==> config.mk <==
export PLATFORM = sky130hd
export DESIGN_NAME = testbus_top
export DESIGN_NICKNAME = d
export VERILOG_FILES = /design/src/testbus_data_pkg.sv /design/src/testbus_cfg_pkg.sv /design/src/testbus_regs.sv /design/src/lane_probe.sv /design/src/testbus_mon_sel.sv /design/src/testbus_top.sv
export SDC_FILE = /design/constraint.sdc
export NUM_CORES = 1
export LEC_CHECK = 0
export ABC_CLOCK_PERIOD_IN_PS = 4200
export BUFFER_PORTS_ARGS = -buffer_cell sky130_fd_sc_hd__clkbuf_2
export CORE_MARGIN = 5
export CORE_UTILIZATION = 45
export CTS_BUF_LIST = sky130_fd_sc_hd__clkbuf_4
export DETAILED_ROUTE_END_ITERATION = 7
export PLACE_DENSITY = 0.65
export SKIP_CTS_REPAIR_TIMING = 1
export SLEW_MARGIN = 10
export SYNTH_ARGS = -nofsm -noshare
export SYNTH_HDL_FRONTEND = slang
export SYNTH_SLANG_ARGS = --single-unit
==> constraint.sdc <==
create_clock -name clk -period 4.2 [get_ports clk]
set_input_delay 0 -clock clk [delete_from_list [all_inputs] [get_ports clk]]
set_output_delay 0 -clock clk [all_outputs]
set_load 0.05 [all_outputs]
==> src/testbus_data_pkg.sv <==
package testbus_data_pkg;

  // Width of every lane debug word and of the test bus itself
  parameter int WORD_W = 16;

  // Probe mode field width, matches the MODE register
  parameter int MODE_W = 2;

  // One test word, as seen on a lane or on the bus
  typedef logic [WORD_W-1:0] test_word_t;

  // Saturation value of the edge counter
  parameter test_word_t WORD_MAX = '1;

  // Probe behaviour, shared by all lanes
  typedef enum logic [MODE_W-1:0] {
    // Word follows the lane input
    PROBE_RAW      = 2'd0,
    // Set bits accumulate until a clear
    PROBE_STICKY   = 2'd1,
    // Counts rising edges on bit 0
    PROBE_EDGE_CNT = 2'd2
  } probe_mode_e;

  // Code 3 is unused; probes fall back to raw for it

endpackage

==> src/testbus_cfg_pkg.sv <==
package testbus_cfg_pkg;

  // Lane select field width, bounds the lane count
  parameter int LANE_SEL_W = 4;

  // Rotation amount field width, log2 of the word width
  parameter int ORDER_W = 4;

  // Word addresses on the register bus
  typedef enum logic [1:0] {
    // Enable, lane select and bit order
    ADDR_CTRL  = 2'd0,
    // Probe mode for all lanes
    ADDR_MODE  = 2'd1,
    // Write strobes the probe clear, read gives zero
    ADDR_CLEAR = 2'd2,
    // Live test-bus output, read only
    ADDR_SNAP  = 2'd3
  } reg_addr_e;

  // Monitor control, low bits of ADDR_CTRL
  typedef struct packed {
    logic                  enable;
    logic [LANE_SEL_W-1:0] lane_sel;
    logic [ORDER_W-1:0]    sel_order;
  } testbus_ctrl_t;

  // Bits of ADDR_CTRL that are backed by flops
  parameter int CTRL_W = $bits(testbus_ctrl_t);

  // Wishbone classic request, master to slave
  typedef struct packed {
    logic                         cyc;
    logic                         stb;
    logic                         we;
    reg_addr_e                    adr;
    testbus_data_pkg::test_word_t dat;
  } wb_req_t;

  // Wishbone classic response, slave to master
  typedef struct packed {
    logic                         ack;
    testbus_data_pkg::test_word_t dat;
  } wb_rsp_t;

endpackage

==> src/testbus_regs.sv <==
`timescale 1ns/1ps

module testbus_regs (
  input  logic                           clk,
  input  logic                           rst_n,
  input  testbus_cfg_pkg::wb_req_t       wb_req,
  input  testbus_data_pkg::test_word_t   snap_word,
  output testbus_cfg_pkg::wb_rsp_t       wb_rsp,
  output testbus_cfg_pkg::testbus_ctrl_t ctrl,
  output testbus_data_pkg::probe_mode_e  probe_mode,
  output logic                           probe_clear
);

  // Handshake state
  logic                         ack_q;
  logic                         access;
  logic                         wr_en;

  // Read path
  testbus_data_pkg::test_word_t rd_dat_d;
  testbus_data_pkg::test_word_t rd_dat_q;

  // New access only while ack is low
  // Keeps a held request from being acked twice
  assign access = wb_req.cyc && wb_req.stb && !ack_q;
  assign wr_en  = access && wb_req.we;

  // Single-cycle ack one edge after the request shows up
  always_ff @(posedge clk or negedge rst_n) begin
    if (!rst_n) begin
      ack_q <= 1'b0;
    end else begin
      ack_q <= access;
    end
  end

  // Control and mode registers
  // Writes land on the ack edge
  always_ff @(posedge clk or negedge rst_n) begin
    if (!rst_n) begin
      ctrl       <= '0;
      probe_mode <= testbus_data_pkg::PROBE_RAW;
    end else if (wr_en) begin
      case (wb_req.adr)
        testbus_cfg_pkg::ADDR_CTRL: begin
          ctrl <= testbus_cfg_pkg::testbus_ctrl_t'(
                    wb_req.dat[testbus_cfg_pkg::CTRL_W-1:0]);
        end
        testbus_cfg_pkg::ADDR_MODE: begin
          probe_mode <= testbus_data_pkg::probe_mode_e'(
                          wb_req.dat[testbus_data_pkg::MODE_W-1:0]);
        end
        default: begin
          // Clear and snapshot hold no state here
        end
      endcase
    end
  end

  // Clear strobe high for the ack cycle of a CLEAR write only
  always_ff @(posedge clk or negedge rst_n) begin
    if (!rst_n) begin
      probe_clear <= 1'b0;
    end else begin
      probe_clear <= wr_en && (wb_req.adr == testbus_cfg_pkg::ADDR_CLEAR);
    end
  end

  // Read mux
  // Unbacked upper bits stay zero
  always_comb begin
    rd_dat_d = '0;
    case (wb_req.adr)
      testbus_cfg_pkg::ADDR_CTRL: begin
        rd_dat_d[testbus_cfg_pkg::CTRL_W-1:0] = ctrl;
      end
      testbus_cfg_pkg::ADDR_MODE: begin
        rd_dat_d[testbus_data_pkg::MODE_W-1:0] = probe_mode;
      end
      testbus_cfg_pkg::ADDR_CLEAR: begin
        rd_dat_d = '0;
      end
      testbus_cfg_pkg::ADDR_SNAP: begin
        // Live bus value at the ack edge
        rd_dat_d = snap_word;
      end
      default: begin
        rd_dat_d = '0;
      end
    endcase
  end

  // Read data captured with the ack
  // Writes return zero on dat
  always_ff @(posedge clk) begin
    if (access) begin
      rd_dat_q <= wb_req.we ? '0 : rd_dat_d;
    end
  end

  // Response fields
  assign wb_rsp.ack = ack_q;
  assign wb_rsp.dat = rd_dat_q;

  // Ack never stretches past one cycle
  a_ack_single: assert property (
    @(posedge clk) disable iff (!rst_n)
    ack_q |=> !ack_q
  );

  // Ack only follows a live request from the master
  a_ack_after_req: assert property (
    @(posedge clk) disable iff (!rst_n)
    $rose(ack_q) |-> $past(wb_req.cyc && wb_req.stb)
  );

endmodule

==> src/lane_probe.sv <==
`timescale 1ns/1ps

module lane_probe (
  input  logic                          clk,
  input  logic                          rst_n,
  input  testbus_data_pkg::test_word_t  lane_dbg,
  input  testbus_data_pkg::probe_mode_e probe_mode,
  input  logic                          probe_clear,
  output testbus_data_pkg::test_word_t  probe_word
);

  // Previous bit 0 sample for edge detect
  logic                         bit0_q;
  logic                         bit0_rise;
  logic                         cnt_full;

  // Next probe word
  testbus_data_pkg::test_word_t word_d;

  // Low at the last edge and high now
  assign bit0_rise = lane_dbg[0] && !bit0_q;

  // Counter stops at all ones
  assign cnt_full = (probe_word == testbus_data_pkg::WORD_MAX);

  always_comb begin
    word_d = probe_word;
    case (probe_mode)
      testbus_data_pkg::PROBE_RAW: begin
        word_d = lane_dbg;
      end
      testbus_data_pkg::PROBE_STICKY: begin
        // Accumulate any bit seen high
        word_d = probe_word | lane_dbg;
      end
      testbus_data_pkg::PROBE_EDGE_CNT: begin
        if (bit0_rise && !cnt_full) begin
          word_d = probe_word + 1'b1;
        end
      end
      default: begin
        // Unused code behaves as raw
        word_d = lane_dbg;
      end
    endcase
    // Clear wins over every mode
    if (probe_clear) begin
      word_d = '0;
    end
  end

  // Probe word register
  always_ff @(posedge clk or negedge rst_n) begin
    if (!rst_n) begin
      probe_word <= '0;
    end else begin
      probe_word <= word_d;
    end
  end

  // Bit 0 history tracked in every mode
  // so a mode switch does not miss the first edge
  always_ff @(posedge clk or negedge rst_n) begin
    if (!rst_n) begin
      bit0_q <= 1'b0;
    end else begin
      bit0_q <= lane_dbg[0];
    end
  end

  // Edge count only moves up
  a_cnt_monotonic: assert property (
    @(posedge clk) disable iff (!rst_n)
    (probe_mode == testbus_data_pkg::PROBE_EDGE_CNT) && !probe_clear
      |=> probe_word >= $past(probe_word)
  );

endmodule

==> src/testbus_mon_sel.sv <==
`timescale 1ns/1ps

module testbus_mon_sel #(
  parameter int NUM_LANES = 4
) (
  input  logic                                          clk,
  input  logic                                          rst_n,
  input  testbus_cfg_pkg::testbus_ctrl_t                ctrl,
  input  testbus_data_pkg::test_word_t [NUM_LANES-1:0]  lane_words,
  output testbus_data_pkg::test_word_t                  dig_test_dout
);

  localparam int W = testbus_data_pkg::WORD_W;

  // Lane mux result
  testbus_data_pkg::test_word_t sel_word;
  logic                         lane_hit;

  // Doubled word for the rotate
  logic [2*W-1:0]               rot_dbl;
  testbus_data_pkg::test_word_t rot_word;

  // Next bus value
  testbus_data_pkg::test_word_t dout_d;

  // Lane count must fit the lane_sel field
  if (NUM_LANES < 1 || NUM_LANES > 2**testbus_cfg_pkg::LANE_SEL_W) begin : g_bad_lanes
    $error("testbus_mon_sel: NUM_LANES out of range");
  end

  // Lane select
  // lane_hit stays low for a lane number past the last probe
  always_comb begin
    sel_word = '0;
    lane_hit = 1'b0;
    for (int i = 0; i < NUM_LANES; i++) begin
      if (ctrl.lane_sel == i) begin
        sel_word = lane_words[i];
        lane_hit = 1'b1;
      end
    end
  end

  // Rotate left by sel_order
  // Bit i lands on bit (i + k) mod 16
  // So k = 1 gives {w[14:0], w[15]}
  always_comb begin
    rot_dbl  = {sel_word, sel_word} << ctrl.sel_order;
    rot_word = rot_dbl[2*W-1 -: W];
  end

  // Gate with enable and a valid lane
  assign dout_d = (ctrl.enable && lane_hit) ? rot_word : '0;

  // Output register one edge behind the probes
  always_ff @(posedge clk or negedge rst_n) begin
    if (!rst_n) begin
      dig_test_dout <= '0;
    end else begin
      dig_test_dout <= dout_d;
    end
  end

  // Out-of-range lane drives zero
  a_bad_lane_zero: assert property (
    @(posedge clk) disable iff (!rst_n)
    (ctrl.lane_sel >= NUM_LANES) |=> dig_test_dout == '0
  );

endmodule

==> src/testbus_top.sv <==
`timescale 1ns/1ps

module testbus_top #(
  parameter int NUM_LANES = 4
) (
  input  logic                                         clk,
  input  logic                                         rst_n,
  input  testbus_cfg_pkg::wb_req_t                     wb_req,
  input  testbus_data_pkg::test_word_t [NUM_LANES-1:0] lane_dbg_in,
  output testbus_cfg_pkg::wb_rsp_t                     wb_rsp,
  output testbus_data_pkg::test_word_t                 dig_test_dout
);

  // Register block outputs
  testbus_cfg_pkg::testbus_ctrl_t               ctrl;
  testbus_data_pkg::probe_mode_e                probe_mode;
  logic                                         probe_clear;

  // Registered probe words, one per lane
  testbus_data_pkg::test_word_t [NUM_LANES-1:0] lane_words;

  // Wishbone slave, reads the bus output back for SNAP
  testbus_regs u_regs (
    .clk         (clk),
    .rst_n       (rst_n),
    .wb_req      (wb_req),
    .snap_word   (dig_test_dout),
    .wb_rsp      (wb_rsp),
    .ctrl        (ctrl),
    .probe_mode  (probe_mode),
    .probe_clear (probe_clear)
  );

  // One probe per lane, shared mode and clear
  for (genvar g = 0; g < NUM_LANES; g++) begin : g_lane
    lane_probe u_probe (
      .clk         (clk),
      .rst_n       (rst_n),
      .lane_dbg    (lane_dbg_in[g]),
      .probe_mode  (probe_mode),
      .probe_clear (probe_clear),
      .probe_word  (lane_words[g])
    );
  end

  // Lane pick, rotate and output flop
  testbus_mon_sel #(
    .NUM_LANES (NUM_LANES)
  ) u_mon_sel (
    .clk           (clk),
    .rst_n         (rst_n),
    .ctrl          (ctrl),
    .lane_words    (lane_words),
    .dig_test_dout (dig_test_dout)
  );

endmodule

==> impl_results.md, run 1 <==
- H-tree depth: 4
- # rows: 48
- Clock buffer depth: 2
- Predominant post-synthesis flop cell: dfrtp_1
- Flops & latches, synth: around 110
- Final core utilization: 0.559
- Clk sinks: 113
- Area growth syn-to-layout: 21.8%
- Power share of the combinational group: 0.455
- Drt first-iter violations: approximately 710
- CP delay by family, top: buffers and inverters
- Cell with the most instances after synthesis: nand2_1
- Worst endpoint required time: around 4700 ps
- NetSw: between 2 and 3 mW
- Met3 Usage GRT: 0.0526
- Highest Clock Rate: about 360 MHz
- Final min period: between 2000 and 3000 ps
- Critical Path Sink Type: register
- Mapped Cells: roughly 960
- Multi-input gate area: 4590 sq um
- Drc violations: 0
- Vias per cell: 6.02
- Final wirelength: about 25000 um
- Via count of the first global-routing pass: around 7000
- RSZ-0062 raised after global routing: no
- Dpl hpwl: about 17000 um
- Critical-path top delay cell: buf_4
- Skew-Pair Late Insertion Delay: roughly 560 ps
- Critical Path Start Type: register
- Clock root buffer: clkbuf_4
- Sequential share of power: 0.376
- Synth area leader: dfrtp_1
- Maxcap violations: 0
- Final setup vio count: 0
- Clk pin slew, worst setup/hold paths: roughly 110 ps
- CP Class: register to register
- Post-Syn Area: approximately 7900 sq um
- Seq/Total Area, Yosys: 0.366
- Clock share of power: 0.169
- Top post-synthesis cells by count: 114 x nand2_1, 99 x nor2_1, 97 x dfrtp_1, 67 x a21oi_1, 56 x clkbuf_1
- Outcome: finished with violations
- Via count: between 8000 and 9000
- Synth area leaders: dfrtp_1 31%, edfxtp_1 6.1%, nand2_1 5.4%
- CTS buffer count: 17
- Die footprint: between 20000 and 25000 sq um
- Setup Skew: 19.5 ps
- # diodes: 0
- Largest stage delay, worst path: roughly 470 ps
- Wirelength per Cell: between 15 and 20 um
- Max VDD drop: about 0.00036 V
- Hold Crit Class: input pin to register
- Routed Antenna Nets: 0
- P per Cell Area: 600 nW/um^2
- GRT Resource Usage Total: 0.240
- Data arrival, critical path: between 3000 and 4000 ps
- Fin crit share: 0.662
- Met2 Use GR: 0.355
- Fillers: 1591
- Cell Chain, Critical Path: inv_1, ha_1, buf_4, inv_1, buf_4, nand2_1, o32a_1, o21ai_0
- Worst Path Buf+Inv: 4
- Fin cells: between 1000 and 1500
- Static Leakage: approximately 4.0 nW
- Int Power: ~3.1 mW
- Setup WS post-layout: about 1400 ps
- Setup tns final: 0 ps
- Mean Syn Cell Area: 8.31 sq um
- Hold_ws: -47.2 ps
- Initial core utilization: 0.459
- Final GP Congestion: around 0.94
- Worst slew margin: 0.161
- Grt total ovfl: 0
- GRT Max-Usage Layer: met2
- Failing checks: hold timing
- Storage element area: 2910 sq um
- Switch share: 0.471
- Number of I/O pins: 120
- EDFF count, synth: 16
- Synth unique cells: 63
- Final #Nets: 1196
- YS warnings: 0
- Max-slew violations: 0
- Core Area: about 17000 sq um
- Share of layout cells above drive strength 1: 0.169
- Synth Net Count: 1053
- Antenna violations before repair: 0
- Setup WS pre-CTS: between 1000 and 1500 ps
- First-pass GRT wire length: 38900 um
- Die height: 143 um
- Router iterations before antenna repair: 5
- M1 GR Usage: 0.341
- Die width: around 140 um
- Critical path peak fanout: 48
- Pin count of the biggest net entering global routing: 63
- CTS tree: yes
- IO buf count: 112
- # placed instances: between 1000 and 1500
- Async S/R FF share, synth: 0.858
- Slew @ Worst Pin: approximately 1200 ps
- Fin. Hold Viols: 1
- Synth top area share: 0.306
-- routing by layer --
metal  vias to the layer above  routed length [um]  share of wire
met5                         -                   0              0
met4                         0                 807          0.032
met3                        54                1830          0.073
met2                       348               11400           0.45
met1                      3821               11200           0.44
li1                       3819                   -              -
-- cells in the final DEF (no fill, tap or decap), drive strengths merged, types with 20 or more instances in the layout --
cell,Yosys,final
a21oi,67,67
a22oi,28,28
clkbuf,56,128
dfrtp,97,97
dlygate4sd3,0,79
inv,22,22
mux2,23,23
mux2i,33,33
nand2,114,114
nand3,24,24
nor2,99,99
nor3,37,37
o21ai,55,55
o22ai,26,26
o31ai,20,20
xnor2,23,23
-- power groups by stage --
| stage | logic (mW) | clock network [mW] | registers [mW] |
|---|---|---|---|
| floorplan | 2.05 | 0 | 1.90 |
| global placement | 2.52 | 0 | 2.16 |
| detailed placement | 2.55 | 0 | 2.17 |
| CTS | 2.56 | 1.01 | 2.16 |
| global route | 2.90 | 1.06 | 2.26 |
| finish | 2.64 | 0.981 | 2.18 |
-- worst paths after layout --
check                                             from                                to  slack [ps]  cells past startpoint
max                               u_regs.probe_mode[0]  g_lane[1].u_probe.probe_word[11]        1420                      8
min                                    lane_dbg_in[30]  g_lane[1].u_probe.probe_word[14]         -50                      5
max reg2reg                       u_regs.probe_mode[0]  g_lane[1].u_probe.probe_word[11]        1420                      8
min reg2reg                u_mon_sel.dig_test_dout[14]               u_regs.rd_dat_q[14]         560                      1
max in group asynchronous                        rst_n   g_lane[2].u_probe.probe_word[0]        3100                      3
min in group asynchronous                        rst_n   g_lane[3].u_probe.probe_word[7]          70                      2
-- cells by family after synthesis --
family,synth area share
DFF,0.366
AOI/OAI and AO/OA,0.246
adders and majority gates,0.0173
and+or+nand+nor,0.199
xor gates and xnor gates,0.0408
muxes,0.0747
buffers and inverters,0.0557
-- worst min-delay path, delay by kind of cell --
kind                   cells  cell delay, ps
buffers and inverters      1             110
and+or+nand+nor            2             250
AOI/OAI and AO/OA          2             100
-- sequential cells by signal, indices dropped and copies added, names as in the netlist --
signal                     flops
g_lane.u_probe.bit0_q          4
u_regs.probe_mode              2
u_regs.rd_dat_q               16
u_regs.ctrl                    9
u_regs.ack_q                   1
u_mon_sel.dig_test_dout       16
u_regs.probe_clear             1
g_lane.u_probe.probe_word     64
-- cell type report --
class,count,share of cell area
Tap cell,225,0.0291
Timing Repair Buffer,205,0.151
Clock inverter,15,0.0224
Clock buffer,17,0.0132
Inverter,23,0.00893
Sequential cell,113,0.301
Multi-Input combinational cell,738,0.475
-- stage by stage --
step                cell area [sq um]  total power [mW]
floorplan                        7940              3.96
global placement                 8530              4.68
detailed placement               8530              4.72
CTS                              8880              5.73
global route                     9670              6.22
finish                           9670              5.80
Note: power is estimated with default switching activity, not from simulation.
==> run 2: changes to the inputs <==
- ABC_CLOCK_PERIOD_IN_PS: 4200 -> 2850
- clock period: 4.2 -> 2.85 ns (I/O delays scaled with it)
==> impl_results.md, run 2 (synthesized netlist as in run 1, its figures left out) <==
- Outcome: finished with violations (unchanged)
- Failing checks: hold timing (unchanged)
- Top reg by flops: g_lane.u_probe.probe_word (unchanged)
- Clock root buffer: clkbuf_4 (unchanged)
- P per Cell Area: 866 nW/um^2 (was 600 nW/um^2)
- Clk sinks: 113 (unchanged)
- Hold_ws: -19.7 ps (was -47.2 ps)
- Slew @ Worst Pin: 714 ps (was 1250 ps)
- Clock buffer depth: 2 (unchanged)
- CTS buffer count: 17 (unchanged)
- Final setup vio count: 0 (unchanged)
- Final min period: 2570 ps (was 2780 ps)
- Highest Clock Rate: 389 MHz (was 360 MHz)
- Wirelength per Cell: 18.8 um (was 18.9 um)
- First-pass GRT wire length: 38600 um (was 38900 um)
- Antenna violations before repair: 0 (unchanged)
- Die height: 143 um (unchanged)
- Pin count of the biggest net entering global routing: 98 (was 63)
- Critical-path top delay cell: or4b_1 (was buf_4)
- Critical Path Sink Type: register (unchanged)
- IO buf count: 112 (unchanged)
- Commonest non-fill, non-tap cell in the layout: nand2_1 (unchanged)
- Worst endpoint required time: 3290 ps (was 4680 ps)
- Hold Crit Class: input pin to register (unchanged)
- Final wirelength: 25500 um (was 25200 um)
- Setup Skew: 16.6 ps (was 19.5 ps)
- CP Class: register to register (unchanged)
- Post-Place Cell Area: 8700 sq um (was 8530 sq um)
- RSZ-0062 raised after global routing: no (unchanged)
- Via count: 8112 (was 8042)
- Grt total ovfl: 0 (unchanged)
- Core Area: 17300 sq um (unchanged)
- Worst slew margin: 0.520 (was 0.161)
- Initial core utilization: 0.459 (unchanged)
- CP delay by family, top: simple AND/OR/NAND/NOR gates (was buffers and inverters)
- Setup WS pre-CTS: 351 ps (was 1440 ps)
- # rows: 48 (unchanged)
- Most frequent cells in the layout: 114 x nand2_1, 111 x clkbuf_2, 99 x nor2_1 (unchanged)
- Fillers: 1619 (was 1591)
- Fin crit share: 0.901 (was 0.662)
- Setup tns final: 0 ps (unchanged)
- Static Leakage: 4.11 nW (was 4.04 nW)
- Critical Path Start Type: register (unchanged)
- Number of I/O pins: 120 (unchanged)
- Drt first-iter violations: 706 (was 711)
- Vias per cell: 6.00 (was 6.02)
- Worst Path Buf+Inv: 0 (was 4)
- Fin. Hold Viols: 1 (unchanged)
- Data arrival, critical path: 3010 ps (was 3260 ps)
- Die footprint: 20400 sq um (unchanged)
- Critical path peak fanout: 14 (was 48)
- Setup WS post-layout: 281 ps (was 1420 ps)
- Dpl hpwl: 17900 um (was 17300 um)
- Cell Chain, Critical Path: or4b_1, o22ai_1, nor3_1, nor4_1, nand2_1, o221ai_1 (was inv_1, ha_1, buf_4, inv_1, buf_4, nand2_1, o32a_1, o21ai_0)
- Max VDD drop: 0.000585 V (was 0.000359 V)
- Share of layout cells above drive strength 1: 0.182 (was 0.169)
- Final GP Congestion: 0.895 (was 0.943)
- Drc violations: 0 (unchanged)
- Clk pin slew, worst setup/hold paths: 100 ps (was 110 ps)
- R2r setup slk: 280 ps (was 1420 ps)
- Largest stage delay, worst path: 770 ps (was 470 ps)
- Max reg flops: 64 (unchanged)
- Final #Nets: 1213 (was 1196)
- Skew-Pair Late Insertion Delay: 540 ps (was 560 ps)
- Die width: 143 um (unchanged)
- Router iterations before antenna repair: 5 (unchanged)
- Final Cell Area: 9770 sq um (was 9670 sq um)
- H-tree depth: 4 (unchanged)
- Max-slew violations: 0 (unchanged)
- # diodes: 0 (unchanged)
- Routed Antenna Nets: 0 (unchanged)
- GRT Resource Usage Total: 0.241 (was 0.240)
- Area growth syn-to-layout: 23.1% (was 21.8%)
- Regs by FF count: g_lane.u_probe.probe_word x64, u_mon_sel.dig_test_dout x16, u_regs.rd_dat_q x16 (unchanged)
- Maxcap violations: 0 (unchanged)
- Via count of the first global-routing pass: 7194 (was 6993)
- CTS tree: yes (unchanged)
==> run 2: worst paths after layout <==
check | startpoint | end | cells past startpoint
worst min-delay path | lane_dbg_in[30] | g_lane[1].u_probe.probe_word[14] | 5
max in group asynchronous | rst_n | g_lane[1].u_probe.probe_word[8] | 3
min in group asynchronous | rst_n | u_regs.ack_q | 3
worst min register to register | u_mon_sel.dig_test_dout[9] | u_regs.rd_dat_q[9] | 1
worst max-delay path | u_regs.ctrl[5] | u_mon_sel.dig_test_dout[12] | 6
worst max register to register | u_regs.ctrl[5] | u_mon_sel.dig_test_dout[12] | 6
==> run 2: stage by stage <==
stage | hold slack (ps) | utilization | total power [mW] | cells
floorplan | -296 | - | 5.83 | 955
global placement | 103 | 0.503 | 7.01 | 1243
detailed placement | 105 | 0.503 | 7.07 | 1243
CTS | -504 | 0.520 | 8.34 | 1275
global route | 31.4 | 0.565 | 9.05 | 1353
finish | -19.7 | 0.565 | 8.47 | 1353
==> run 2: cell type report <==
cell class                 instances  area (sq um)  area share
clock buffer                      19           143      0.0146
clock inverter                    13           144      0.0147
inverter                          23          86.3     0.00883
multi-input combinational        738          4590       0.469
sequential                       113          2910       0.298
tap                              225           282      0.0288
timing repair buffer             222          1620       0.166
==> run 2: routing by layer <==
metal  global-route usage  wire length (um)  up-vias
li1                     -                 -     3843
met1                0.330             11200     3861
met2                0.387             12000      371
met3               0.0472              1830       37
met4               0.0735               442        0
met5                    0                 0        -
==> run 2: report_power, final <==
part	internal (mW)	switching (mW)	total, mW
Combinational	1.67	2.38	4.05
Sequential	2.16	1.00	3.16
Clock	0.611	0.642	1.25
Total	4.44	4.03	8.47
==> run 2: tightest hold or removal path, cell delays in order <==
cell	delay, ps
clkbuf_2	100
a21oi_1	40
nor2_1	100
a211oi_1	60
nor3_1	150
